==> src/source/cmt_pkg.sv <==
// Commit stage shared definitions
package cmt_pkg;

   localparam int CW            = 4;   // Commit lanes per cycle
   localparam int P_CW          = 2;   // log2 of CW
   localparam int PC_W          = 30;  // Word-address program counter
   localparam int DW            = 32;
   localparam int PRF_AW        = 6;   // Physical register address
   localparam int LSU_IOPW      = 4;
   localparam int EPU_IOPW      = 6;
   localparam int BPU_UPD_W     = 32;  // Predictor update record
   localparam int BPU_TAKEN_BIT = 31;  // Predicted taken flag
   localparam int BPU_TGT_LSB   = 0;   // Predicted target of PC_W bits

   // One bit per commit lane
   typedef logic [CW-1:0]        lane_mask_t;

   // Count of 0 to CW lanes
   typedef logic [P_CW:0]        pop_size_t;

   typedef logic [PC_W-1:0]      pc_t;
   typedef logic [DW-1:0]        data_t;
   typedef logic [PRF_AW-1:0]    prf_addr_t;
   typedef logic [LSU_IOPW-1:0]  lsu_opc_t;    // Zero means no load/store
   typedef logic [EPU_IOPW-1:0]  epu_opc_t;    // Zero means no EPU operation
   typedef logic [BPU_UPD_W-1:0] bpu_upd_t;

   // One-hot lane-0 unit sequencer
   typedef enum logic [1:0]
   {
      FU_IDLE    = 2'b01,
      FU_PENDING = 2'b10
   } fu_state_e;

endpackage

==> src/source/cmt_lane_sel.sv <==
// Commit lane selection
module cmt_lane_sel
   import cmt_pkg::*;
(
   input  lane_mask_t          cmt_valid,
   input  lsu_opc_t [CW-1:0]   cmt_lsu_opc,
   input  epu_opc_t [CW-1:0]   cmt_epu_opc,
   input  lane_mask_t          cmt_exc,
   input  lane_mask_t          cmt_fls,
   input  lane_mask_t          cmt_is_bcc,
   input  lane_mask_t          cmt_is_brel,
   input  lane_mask_t          cmt_is_breg,
   input  logic                se_fls,
   input  logic                flush,
   input  logic                cmt_ce,
   output logic                pipe_req,
   output logic                lsu_req0,
   output logic                epu_req0,
   output lane_mask_t          cmt_fire,
   output pop_size_t           cmt_pop_size
);
   lane_mask_t lsu_need;
   lane_mask_t epu_need;
   lane_mask_t is_br;
   lane_mask_t single;
   lane_mask_t cmt_mask;

   always_comb
      begin
         for (int i = 0; i < CW; i++)
            begin
               lsu_need[i] = ~se_fls & (|cmt_lsu_opc[i]);                // Squashed lanes ask nothing
               epu_need[i] = ~se_fls & ((|cmt_epu_opc[i]) | cmt_exc[i]);
               is_br[i]    = cmt_is_bcc[i] | cmt_is_breg[i] | cmt_is_brel[i];
            end
      end

   assign single = lsu_need | epu_need | cmt_fls | is_br;

   assign lsu_req0 = lsu_need[0];
   assign epu_req0 = epu_need[0];
   assign pipe_req = cmt_valid[0] & (lsu_need[0] | epu_need[0]);

   // A single-issue lane may only commit in lane 0, and it stops the lanes behind it
   always_comb
      begin
         logic run;
         run = cmt_ce & ~flush;
         cmt_mask[0] = run;
         run = run & ~single[0];
         for (int j = 1; j < CW; j++)
            begin
               run = run & ~single[j];
               cmt_mask[j] = run;
            end
      end

   assign cmt_fire = cmt_valid & cmt_mask;

   always_comb
      begin
         pop_size_t cnt;
         cnt = '0;
         for (int k = 0; k < CW; k++)
            cnt = cnt + pop_size_t'(cmt_fire[k]);
         cmt_pop_size = cnt;                                             // Lanes popped from ROB
      end

endmodule

==> src/source/cmt_fu_seq.sv <==
// Lane-0 functional unit sequencer
module cmt_fu_seq
   import cmt_pkg::*;
(
   input  logic       clk,
   input  logic       rst_n,
   input  logic       pipe_req,
   input  logic       lsu_req0,
   input  logic       epu_req0,
   input  logic       flush,
   input  logic       lsu_wb_valid,
   input  data_t      lsu_wb_dout,
   input  logic       epu_wb_valid,
   input  data_t      epu_wb_dout,
   input  logic       epu_wb_dout_sel,
   input  prf_addr_t  cmt_prd0,
   input  logic       cmt_prd_we0,
   output logic       cmt_ce,
   output logic       lsu_req_valid,
   output logic       epu_req_valid,
   output logic       prf_we,
   output prf_addr_t  prf_waddr,
   output data_t      prf_wdata
);
   fu_state_e state_ff;
   fu_state_e state_nxt;
   logic      pipe_finish;
   logic      req_issue;

   assign pipe_finish = lsu_wb_valid | epu_wb_valid;               // Done strobe from either unit
   assign req_issue   = (state_ff == FU_IDLE) & pipe_req;

   always_comb
      begin
         state_nxt = state_ff;
         case (state_ff)
            FU_IDLE:
               if (pipe_req)
                  state_nxt = FU_PENDING;
            FU_PENDING:
               if (pipe_finish)
                  state_nxt = FU_IDLE;
            default:
               state_nxt = FU_IDLE;
         endcase
      end

   always_ff @(posedge clk)
      begin
         if (!rst_n)
            state_ff <= FU_IDLE;
         else
            state_ff <= state_nxt;
      end

   // One request per operation; load/store wins if a lane claims both units
   assign lsu_req_valid = req_issue & lsu_req0;
   assign epu_req_valid = req_issue & epu_req0 & ~lsu_req0;

   // Hold commit until the unit reports done
   assign cmt_ce = ~pipe_req | pipe_finish;

   assign prf_we    = pipe_finish & ~flush & cmt_prd_we0;
   assign prf_waddr = cmt_prd0;
   assign prf_wdata = epu_wb_dout_sel ? epu_wb_dout : lsu_wb_dout;

endmodule

==> src/source/cmt_redirect.sv <==
// Flush and predictor update
module cmt_redirect
   import cmt_pkg::*;
(
   input  logic        clk,
   input  logic        rst_n,
   input  lane_mask_t  cmt_fire,
   input  logic        cmt_fls0,
   input  logic        refetch,
   input  pc_t         cmt_pc0,
   input  data_t       cmt_opera0,
   input  logic        exc_flush,
   input  pc_t         exc_flush_tgt,
   input  logic        cmt_is_bcc0,
   input  logic        cmt_is_breg0,
   input  logic        cmt_is_brel0,
   input  bpu_upd_t    cmt_bpu_upd0,
   output logic        se_fls,
   output logic        flush,
   output pc_t         flush_tgt,
   output logic        bpu_wb,
   output logic        bpu_wb_is_bcc,
   output logic        bpu_wb_is_breg,
   output logic        bpu_wb_is_brel,
   output logic        bpu_wb_taken,
   output pc_t         bpu_wb_pc,
   output pc_t         bpu_wb_npc_act,
   output bpu_upd_t    bpu_wb_upd
);
   pc_t  npc0;
   pc_t  se_tgt_nxt;
   pc_t  se_tgt;
   logic is_br0;

   assign npc0       = cmt_pc0 + pc_t'(1);
   assign se_tgt_nxt = cmt_fls0 ? cmt_opera0[PC_W-1:0] : npc0;   // Mispredict or refetch

   // Pulses for one cycle since its own flush blocks lane 0 from firing again
   always_ff @(posedge clk)
      begin
         if (!rst_n)
            se_fls <= 1'b0;
         else
            se_fls <= cmt_fire[0] & (cmt_fls0 | refetch);
      end

   always_ff @(posedge clk)
      begin
         if (cmt_fire[0])
            se_tgt <= se_tgt_nxt;
      end

   // Speculative flush outranks the exception flush
   assign flush     = se_fls | exc_flush;
   assign flush_tgt = se_fls ? se_tgt : exc_flush_tgt;

   assign is_br0         = cmt_is_bcc0 | cmt_is_breg0 | cmt_is_brel0;
   assign bpu_wb         = cmt_fire[0] & is_br0;
   assign bpu_wb_is_bcc  = cmt_is_bcc0;
   assign bpu_wb_is_breg = cmt_is_breg0;
   assign bpu_wb_is_brel = cmt_is_brel0;
   assign bpu_wb_taken   = cmt_bpu_upd0[BPU_TAKEN_BIT] ^ cmt_fls0;  // Mispredict flips it
   assign bpu_wb_pc      = cmt_pc0;
   assign bpu_wb_npc_act = cmt_fls0 ? cmt_opera0[PC_W-1:0]
                                    : cmt_bpu_upd0[BPU_TGT_LSB +: PC_W];
   assign bpu_wb_upd     = cmt_bpu_upd0;

endmodule

==> src/source/cmt.sv <==
// Commit stage top
module cmt
   import cmt_pkg::*;
(
   input  logic                clk,
   input  logic                rst_n,
   // From ROB
   input  lane_mask_t          cmt_valid,
   input  lsu_opc_t [CW-1:0]   cmt_lsu_opc,
   input  epu_opc_t [CW-1:0]   cmt_epu_opc,
   input  lane_mask_t          cmt_exc,
   input  lane_mask_t          cmt_fls,
   input  lane_mask_t          cmt_is_bcc,
   input  lane_mask_t          cmt_is_brel,
   input  lane_mask_t          cmt_is_breg,
   input  pc_t [CW-1:0]        cmt_pc,
   input  data_t [CW-1:0]      cmt_opera,
   input  prf_addr_t [CW-1:0]  cmt_prd,
   input  lane_mask_t          cmt_prd_we,
   input  bpu_upd_t [CW-1:0]   cmt_bpu_upd,
   // Load/store unit
   output logic                lsu_req_valid,
   input  logic                lsu_wb_valid,
   input  data_t               lsu_wb_dout,
   // Exception unit
   output logic                epu_req_valid,
   input  logic                epu_wb_valid,
   input  data_t               epu_wb_dout,
   input  logic                epu_wb_dout_sel,
   input  logic                exc_flush,
   input  pc_t                 exc_flush_tgt,
   input  logic                refetch,
   // To ROB and front end
   output logic                flush,
   output pc_t                 flush_tgt,
   output lane_mask_t          cmt_fire,
   output pop_size_t           cmt_pop_size,
   // Register file write
   output logic                prf_we,
   output prf_addr_t           prf_waddr,
   output data_t               prf_wdata,
   // To BPU
   output logic                bpu_wb,
   output logic                bpu_wb_is_bcc,
   output logic                bpu_wb_is_breg,
   output logic                bpu_wb_is_brel,
   output logic                bpu_wb_taken,
   output pc_t                 bpu_wb_pc,
   output pc_t                 bpu_wb_npc_act,
   output bpu_upd_t            bpu_wb_upd
);
   logic se_fls;
   logic pipe_req;
   logic lsu_req0;
   logic epu_req0;
   logic cmt_ce;

   cmt_lane_sel u_lane_sel
   (
      .cmt_valid     (cmt_valid),
      .cmt_lsu_opc   (cmt_lsu_opc),
      .cmt_epu_opc   (cmt_epu_opc),
      .cmt_exc       (cmt_exc),
      .cmt_fls       (cmt_fls),
      .cmt_is_bcc    (cmt_is_bcc),
      .cmt_is_brel   (cmt_is_brel),
      .cmt_is_breg   (cmt_is_breg),
      .se_fls        (se_fls),
      .flush         (flush),
      .cmt_ce        (cmt_ce),
      .pipe_req      (pipe_req),
      .lsu_req0      (lsu_req0),
      .epu_req0      (epu_req0),
      .cmt_fire      (cmt_fire),
      .cmt_pop_size  (cmt_pop_size)
   );

   cmt_fu_seq u_fu_seq
   (
      .clk             (clk),
      .rst_n           (rst_n),
      .pipe_req        (pipe_req),
      .lsu_req0        (lsu_req0),
      .epu_req0        (epu_req0),
      .flush           (flush),
      .lsu_wb_valid    (lsu_wb_valid),
      .lsu_wb_dout     (lsu_wb_dout),
      .epu_wb_valid    (epu_wb_valid),
      .epu_wb_dout     (epu_wb_dout),
      .epu_wb_dout_sel (epu_wb_dout_sel),
      .cmt_prd0        (cmt_prd[0]),       // Only lane 0 writes back
      .cmt_prd_we0     (cmt_prd_we[0]),
      .cmt_ce          (cmt_ce),
      .lsu_req_valid   (lsu_req_valid),
      .epu_req_valid   (epu_req_valid),
      .prf_we          (prf_we),
      .prf_waddr       (prf_waddr),
      .prf_wdata       (prf_wdata)
   );

   cmt_redirect u_redirect
   (
      .clk             (clk),
      .rst_n           (rst_n),
      .cmt_fire        (cmt_fire),
      .cmt_fls0        (cmt_fls[0]),
      .refetch         (refetch),
      .cmt_pc0         (cmt_pc[0]),
      .cmt_opera0      (cmt_opera[0]),
      .exc_flush       (exc_flush),
      .exc_flush_tgt   (exc_flush_tgt),
      .cmt_is_bcc0     (cmt_is_bcc[0]),
      .cmt_is_breg0    (cmt_is_breg[0]),
      .cmt_is_brel0    (cmt_is_brel[0]),
      .cmt_bpu_upd0    (cmt_bpu_upd[0]),
      .se_fls          (se_fls),
      .flush           (flush),
      .flush_tgt       (flush_tgt),
      .bpu_wb          (bpu_wb),
      .bpu_wb_is_bcc   (bpu_wb_is_bcc),
      .bpu_wb_is_breg  (bpu_wb_is_breg),
      .bpu_wb_is_brel  (bpu_wb_is_brel),
      .bpu_wb_taken    (bpu_wb_taken),
      .bpu_wb_pc       (bpu_wb_pc),
      .bpu_wb_npc_act  (bpu_wb_npc_act),
      .bpu_wb_upd      (bpu_wb_upd)
   );

endmodule

==> config.mk <==
export PLATFORM = sky130hd
export DESIGN_NAME = cmt
export DESIGN_NICKNAME = d
export VERILOG_FILES = /design/src/source/cmt_pkg.sv /design/src/source/cmt_lane_sel.sv /design/src/source/cmt_fu_seq.sv /design/src/source/cmt_redirect.sv /design/src/source/cmt.sv
export SDC_FILE = /design/constraint.sdc
export NUM_CORES = 1
export LEC_CHECK = 0
export ABC_AREA = 0
export ABC_CLOCK_PERIOD_IN_PS = 8820
export BUFFER_PORTS_ARGS = -buffer_cell sky130_fd_sc_hd__buf_2
export CORE_AREA = 2 2 286 288
export DETAILED_ROUTE_END_ITERATION = 10
export DIE_AREA = 0 0 288 290
export GPL_TIMING_DRIVEN = 0
export RECOVER_POWER = 50
export SKIP_CTS_REPAIR_TIMING = 1
export SYNTH_ARGS = -nofsm -noshare
export SYNTH_HDL_FRONTEND = slang
export SYNTH_SLANG_ARGS = --single-unit
==> constraint.sdc <==
create_clock -name clk -period 8.82 [get_ports clk]
set_clock_uncertainty 0.05 [all_clocks]
set_input_delay 1.764 -clock clk [delete_from_list [all_inputs] [get_ports clk]]
set_output_delay 1.764 -clock clk [all_outputs]
set_load 0.05 [all_outputs]
==> impl_metrics.ini, run 1 <==
[sta]
timing.fmax_mhz = 143
timing.setup.tns_ps = 0
final_critical_path_setup_slack_ps = 1810
rsz0062_at_grt = false
final_max_slew_viol_count = 32
max_slew.worst_pin.slew_ps = 2350
slew-limit-headroom_pct = -56.9
period_share_pct = 79.5
finalHoldViolCount = 0
setup_viol = 0
layout_min_cycle_time_ps = 7010

[outcome]
status = complete, but fails checks
violations = max-capacitance violations, max-slew violations

[cts]
clkTransAtPathRegs_ps = 80
cts.sinks = 33
cts_htree_levels = 2
cts.path.max_buffers = 2
clock_latency_ps = 320
cts-buffers-inserted = 5
clock_tree_from_tritoncts = built
master_cell_of_the_clock_root_buffer = sky130_fd_sc_hd__clkbuf_16

[cells_and_area]
area.growth.synth_to_final_pct = 90.3
final_cell_area_um2 = 7460
nets = 1465
post_route_cells_drive_above_1_share_pct = 58.9
n_fill_cell = 9415

[setup_path]
cp_max_fo = 31
critical_path_class = input port to output port
critical_path_arrival_ps = 5200
cp_top_family = buffers and inverters
start_kind = input port
timing.critical_path.slowest_cell_delay_ps = 1670
setup.worst_path.end_class = output port
timing.critical_path.cells = buf_2 -> nor4_1 -> a311o_2 -> nand3_1 -> inv_1 -> clkbuf_1 -> buf_2
crit_path_top_delay_cell = sky130_fd_sc_hd__clkbuf_1
critical-path-top-cell-by-count = sky130_fd_sc_hd__buf_2
worstPathBufferInverterCount = 4
critPathRequiredTime_ps = 7010

[placed_design]
routabilityCongestion = 0.757
placed_cell_area_um2 = 7440
dp.final_hpwl_mm = 25.8
placement.setup.worst_slack_ps = 2140
portBuffers = 430

[job]
max_cap_viols = 1

[grt]
number_of_antenna_violations_at_the_first_check_in_global_routing = 26
grt_first_pass_wirelength_mm = 36.9
grt_max_degree = 32
globalRoute.totalOverflow = 0
track_usage_pct = 6.57
first_global_vias = 4844

[drt]
route.final.wire_length_mm = 29.1
vias_per_cell = 2.62
met2RoutedLength_mm = 12.7
met3_length_mm = 2.87
dr.pass1.iters = 4
drc_violations = 0
detail_route.iter0.violations = 166
wire_per_inst_um = 14.8
number_of_nets_still_failing_antenna_checks_after_routing = 0
dr_total_vias = 5142
wirelength_met1_mm = 12.5
topRoutingLayerUsed = met5

[floorplan]
io_pins = 745
die-area_um2 = 83500
vertical_die_dimension_um = 290
initial_utilization_pct = 4.89
core_area_um2 = 80200
placementRows = 104
die_w_um = 288

[yosys]
syn_nets = 1026
synth.ff_latch_count = 33
synth-async-reset-ratio_pct = 0
synth_cell_type_count = 49
synthTopCellsByCount = 72 x sky130_fd_sc_hd__mux2_2, 71 x sky130_fd_sc_hd__buf_4, 37 x sky130_fd_sc_hd__o21ai_0
most_used_dff_post_synth = sky130_fd_sc_hd__edfxtp_1
combined_area_of_all_synthesized_cells_um2 = 3920
warnings_from_yosys = 0
synthesis.instances = 453
ys_top_cells_by_area = sky130_fd_sc_hd__edfxtp_1 23%, sky130_fd_sc_hd__mux2_2 21%, sky130_fd_sc_hd__buf_4 14%
netlist.top_cell.by_area = sky130_fd_sc_hd__edfxtp_1
synth_edf_count = 30
syn-mean-instance-area_um2 = 8.65
yosys.cell_count.top_type = sky130_fd_sc_hd__mux2_2
synth_top_cell_area_share_pct = 23.0
synth-seq-area-share_pct = 24.5

[power]
leakagePower_nw = 3.10
cellPowerDensity_nw_per_um2 = 110
ir_worst_vdd_mv = 0.0602
total_power_w = 0.000818

[worst_hold_path]
worst_hold_path_class = register to register
[where the power goes]
| part | internal (W) | total, W | leakage (nW) | switching [W] |
|---|---|---|---|---|
| sequential | 0.000182 | 0.000190 | 0.305 | 0.00000863 |
| combinational | 0.000127 | 0.000428 | 2.73 | 0.000301 |
| clock | 0.000104 | 0.000200 | 0.0696 | 0.0000958 |
[metrics by stage]
step           hold slack [ps]  instances  utilization, %
2_1_floorplan              439        453               -
3_3_place_gp               461       1943            9.23
3_5_place_dp               512       1945            9.28
4_1_cts                    539       1953            9.46
5_1_grt                    585       1955            9.29
6_report                   514       1959            9.31
[per-layer routing]
layer	up-vias	global-route usage, %
met3	39	1.63
met4	12	2.81
met5	-	0
li1	2466	-
met2	349	10.5
met1	2276	8.31
[registers in the layout, indices dropped and copies added, names as in the netlist]
name and flops:
u_fu_seq.state_ff 2, u_redirect.se_fls 1, u_redirect.se_tgt 30
[logic make-up after synthesis]
logic type      Yosys count  share of synthesized area (%)
compound gates           68                           10.6
xor+xnor                 13                           2.90
fa+ha+maj                 4                           1.47
buf+inv                 127                           19.6
flops                    33                           24.5
mux                      72                           20.7
simple gates            136                           20.2
[placed cells by master, fill, tap and decap left out, types with 2 or more instances in the layout]
master and count:
sky130_fd_sc_hd__buf_4 71, sky130_fd_sc_hd__xnor2_1 10, sky130_fd_sc_hd__or4_1 14, sky130_fd_sc_hd__buf_2 361, sky130_fd_sc_hd__inv_1 31, sky130_fd_sc_hd__nand3_2 2, sky130_fd_sc_hd__o311ai_0 2, sky130_fd_sc_hd__and3_1 7
sky130_fd_sc_hd__clkinv_2 2, sky130_fd_sc_hd__clkbuf_16 5, sky130_fd_sc_hd__xor2_1 3, sky130_fd_sc_hd__a31oi_1 11, sky130_fd_sc_hd__and4_1 2, sky130_fd_sc_hd__mux2_2 72, sky130_fd_sc_hd__nand4_1 8, sky130_fd_sc_hd__ha_1 3
sky130_fd_sc_hd__o31ai_1 9, sky130_fd_sc_hd__buf_1 5, sky130_fd_sc_hd__o21ai_0 37, sky130_fd_sc_hd__nand3_1 17, sky130_fd_sc_hd__nand2_1 28, sky130_fd_sc_hd__and2_1 2, sky130_fd_sc_hd__nor4b_1 3, sky130_fd_sc_hd__nor4_1 11
sky130_fd_sc_hd__edfxtp_1 30, sky130_fd_sc_hd__diode_2 6, sky130_fd_sc_hd__o211ai_1 4, sky130_fd_sc_hd__clkbuf_1 87, sky130_fd_sc_hd__nor3_1 9, sky130_fd_sc_hd__dfxtp_1 3, sky130_fd_sc_hd__a31o_2 2, sky130_fd_sc_hd__nor2_1 20
sky130_fd_sc_hd__or4b_1 2, sky130_fd_sc_hd__or2_2 2
[path summary, 6_finish.rpt]
path,slack [ps],end,cells past startpoint,from
worst max-delay path,1810,cmt_fire[0],7,cmt_lsu_opc[3]
worst min-delay path,510,u_fu_seq.state_ff[0],2,u_fu_seq.state_ff[0]
worst max register to register,5260,u_redirect.se_tgt[24],6,u_redirect.se_fls
worst min register to register,510,u_fu_seq.state_ff[0],2,u_fu_seq.state_ff[0]
[tightest hold or removal path, cell delays in order (launching register included)]
cell                      delay (ps)
sky130_fd_sc_hd__dfxtp_1         330
sky130_fd_sc_hd__nor3b_1          60
sky130_fd_sc_hd__o21ai_0         140
[final cells by class]
type / instances / area (um^2) / area share (%)
flip-flops and latches: 33 / 961 / 12.9
diodes: 6 / 15.0 / 0.201
multi-input cells: 293 / 2170 / 29.2
plain buffers: 95 / 649 / 8.71
well taps: 1060 / 1330 / 17.8
clock buffers: 5 / 125 / 1.68
inverters: 32 / 120 / 1.61
repair buffers: 432 / 2070 / 27.8
clock inverters: 3 / 17.5 / 0.235
(Power assumes the default switching activity.)
==> run 2: changes to the inputs <==
Settings changed: ABC_AREA 0 to 1, ABC_CLOCK_PERIOD_IN_PS 8820 to 6200, CORE_AREA 2 2 286 288 to 2 2 288 290, DIE_AREA 0 0 288 290 to 0 0 290 292.
Clock period 8.82 ns to 6.2 ns, I/O delays scaled along.
==> run 2 against run 1 <==
- the run now ends clean
- count of clock-buffer cells in the layout did not move
- cell area rose by 3.6%
- combinational power rose by 53%
- non-clock buffer count fell by 4
- first-iteration DRC count fell by 1.2%
- global-route usage rose by 2.6 points
- core utilization rose by 0.17 points
- critical path depth rose by 6
==> impl_metrics.ini, run 2 <==
[yosys]
ys_top_cells_by_area = sky130_fd_sc_hd__nand2_1 27%, sky130_fd_sc_hd__edfxtp_1 22%, sky130_fd_sc_hd__buf_4 13%
synth.ff_latch_count = 33
complex_gate_fraction_of_the_synthesized_area_pct = 3.86
most_used_dff_post_synth = sky130_fd_sc_hd__edfxtp_1
syn-mean-instance-area_um2 = 6.20
synthesis.instances = 663
synth-async-reset-ratio_pct = 0
synth_top_family_by_area = simple AND/OR/NAND/NOR gates
synth_edf_count = 30
syn_nets = 1236
netlist.top_cell.by_area = sky130_fd_sc_hd__nand2_1
synth_top_cell_area_share_pct = 27.0
synthTopCellsByCount = 296 x sky130_fd_sc_hd__nand2_1, 71 x sky130_fd_sc_hd__buf_4, 65 x sky130_fd_sc_hd__nor2_1
synth_cell_type_count = 33
adder_cell_share_of_the_synthesized_area_pct = 1.40
synth-seq-area-share_pct = 23.4
synth_xor_xnor_area_share_pct = 2.13
combined_area_of_all_synthesized_cells_um2 = 4110
synth_simple_gate_area_share_pct = 41.1
yosys.cell_count.top_type = sky130_fd_sc_hd__nand2_1
warnings_from_yosys = 0
mux_share_of_post_synthesis_cell_area_pct = 8.76

[sta]
rsz0062_at_grt = false
timing.fmax_mhz = 189
slew-limit-headroom_pct = 13.1
final_max_slew_viol_count = 0
setup_viol = 0
max_slew.worst_pin.slew_ps = 1300
period_share_pct = 85.2
finalHoldViolCount = 0
final_critical_path_setup_slack_ps = 920
layout_min_cycle_time_ps = 5280

[cts]
cts-buffers-inserted = 5
master_cell_of_the_clock_root_buffer = sky130_fd_sc_hd__clkbuf_16
clock_latency_ps = 320
cts_htree_levels = 2
clock_tree_from_tritoncts = built
cts.path.max_buffers = 2
clkTransAtPathRegs_ps = 70
cts.sinks = 33

[setup_path]
timing.critical_path.from = cmt_fls[0]
critPathRequiredTime_ps = 4910
setup.worst_path.end_class = output port
reg2regPathDepth = 7
critical_path_class = input port to output port
critical_r2r_launch = u_redirect.se_fls
cp_max_fo = 6
start_kind = input port
critical_path_arrival_ps = 3990

[floorplan]
vertical_die_dimension_um = 292
placementRows = 105
die-area_um2 = 84700
initial_utilization_pct = 5.04
io_pins = 745
core_area_um2 = 81600
die_w_um = 290

[drt]
detail_route.iter0.violations = 164
vias_per_cell = 2.76
dr.pass1.iters = 4
route.final.wire_length_mm = 40.1
drc_violations = 0
number_of_nets_still_failing_antenna_checks_after_routing = 0
wire_per_inst_um = 18.4
dr_total_vias = 6018

[grt]
number_of_antenna_violations_at_the_first_check_in_global_routing = 43
grt_first_pass_wirelength_mm = 50.2
globalRoute.totalOverflow = 0
track_usage_pct = 9.19
grt_max_degree = 28
first_global_vias = 5602

[placed_design]
placement.setup.worst_slack_ps = 812
routabilityCongestion = 0.767
portBuffers = 430
dp.final_hpwl_mm = 35.9

[worst_hold_path]
timing.hold.worst_path_depth = 3
worstHoldStart = u_fu_seq.state_ff[1]
worst_hold_path_class = register to register

[power]
leakagePower_nw = 3.73
ir_worst_vdd_mv = 0.0923
cellPowerDensity_nw_per_um2 = 161
total_power_w = 0.00124

[cells_and_area]
registers.top_by_ff_count = u_redirect.se_tgt
flip_flop_count_of_the_largest_register_after_layout = 30
area.growth.synth_to_final_pct = 87.9
layout.cells.most_common_list = 361 x sky130_fd_sc_hd__buf_2, 296 x sky130_fd_sc_hd__nand2_1, 87 x sky130_fd_sc_hd__clkbuf_1
layout_commonest_cell = sky130_fd_sc_hd__buf_2
nets = 1675
post_route_cells_drive_above_1_share_pct = 44.8
largest_registers = u_redirect.se_tgt x30, u_fu_seq.state_ff x2, u_redirect.se_fls x1

[job]
max_cap_viols = 0

[outcome]
status = finished clean
run 2: worst paths after layout:
path	slack, ps	endpoint
max	920	cmt_pop_size[0]
min	500	u_fu_seq.state_ff[0]
max reg2reg	3490	u_redirect.se_tgt[24]
min reg2reg	500	u_fu_seq.state_ff[0]
run 2: report_power, final:
group | internal (W) | total [W] | leakage [nW] | switching (W)
combinational | 0.000175 | 0.000653 | 3.34 | 0.000477
sequential | 0.000257 | 0.000261 | 0.306 | 0.00000411
clock | 0.000188 | 0.000327 | 0.0797 | 0.000139
total | 0.000620 | 0.00124 | 3.73 | 0.000620
run 2: layer usage:
| layer | GRT usage, % | vias to the layer above | part of all wire, % |
|---|---|---|---|
| li1 | - | 2903 | - |
| met2 | 14.8 | 412 | 44 |
| met1 | 11.6 | 2593 | 45 |
| met5 | 0 | - | 0.53 |
| met3 | 3.51 | 80 | 8.5 |
| met4 | 2.07 | 30 | 2.6 |
run 2: area by class of cell:
| class | instances | area [um^2] |
|---|---|---|
| antenna | 10 | 25.0 |
| buffer | 91 | 614 |
| clock buffer | 5 | 125 |
| clock inverter | 2 | 35.0 |
| fill | 9647 | 73900 |
| inverter | 49 | 184 |
| multi-input combinational | 490 | 2350 |
| sequential | 33 | 961 |
| tap | 1070 | 1340 |
| timing repair buffer | 432 | 2090 |
run 2: cells by family after synthesis:
kind of cell | Yosys count
and+or+nand+nor | 414
xor gates and xnor gates | 10
AOI/OAI and AO/OA | 30
muxes | 32
adders and majority gates | 4
DFF | 33
buffers and inverters | 140
run 2: worst max-delay path: stages:
cell and delay (ps):
sky130_fd_sc_hd__clkbuf_1 420, sky130_fd_sc_hd__nor2_1 230, sky130_fd_sc_hd__nand3b_1 130, sky130_fd_sc_hd__nor2_1 140, sky130_fd_sc_hd__nand3_1 90, sky130_fd_sc_hd__nor2_1 180
sky130_fd_sc_hd__inv_1 100, sky130_fd_sc_hd__nor3b_1 280, sky130_fd_sc_hd__ha_1 280, sky130_fd_sc_hd__inv_1 80, sky130_fd_sc_hd__fa_1 400, sky130_fd_sc_hd__inv_1 140
sky130_fd_sc_hd__buf_2 280
run 2: metrics by stage:
stage | instance area, um^2 | TNS [ps] | hold WS (ps) | std cells | util (%)
detailed placement | 7630 | 0 | 480 | 2165 | 9.36
global placement | 7600 | -685 | 458 | 2163 | 9.32
floorplan | 4110 | 0 | 438 | 663 | -
global route | 7710 | 0 | 520 | 2176 | 9.45
finish | 7730 | 0 | 496 | 2182 | 9.47
CTS | 7790 | 0 | 501 | 2172 | 9.55
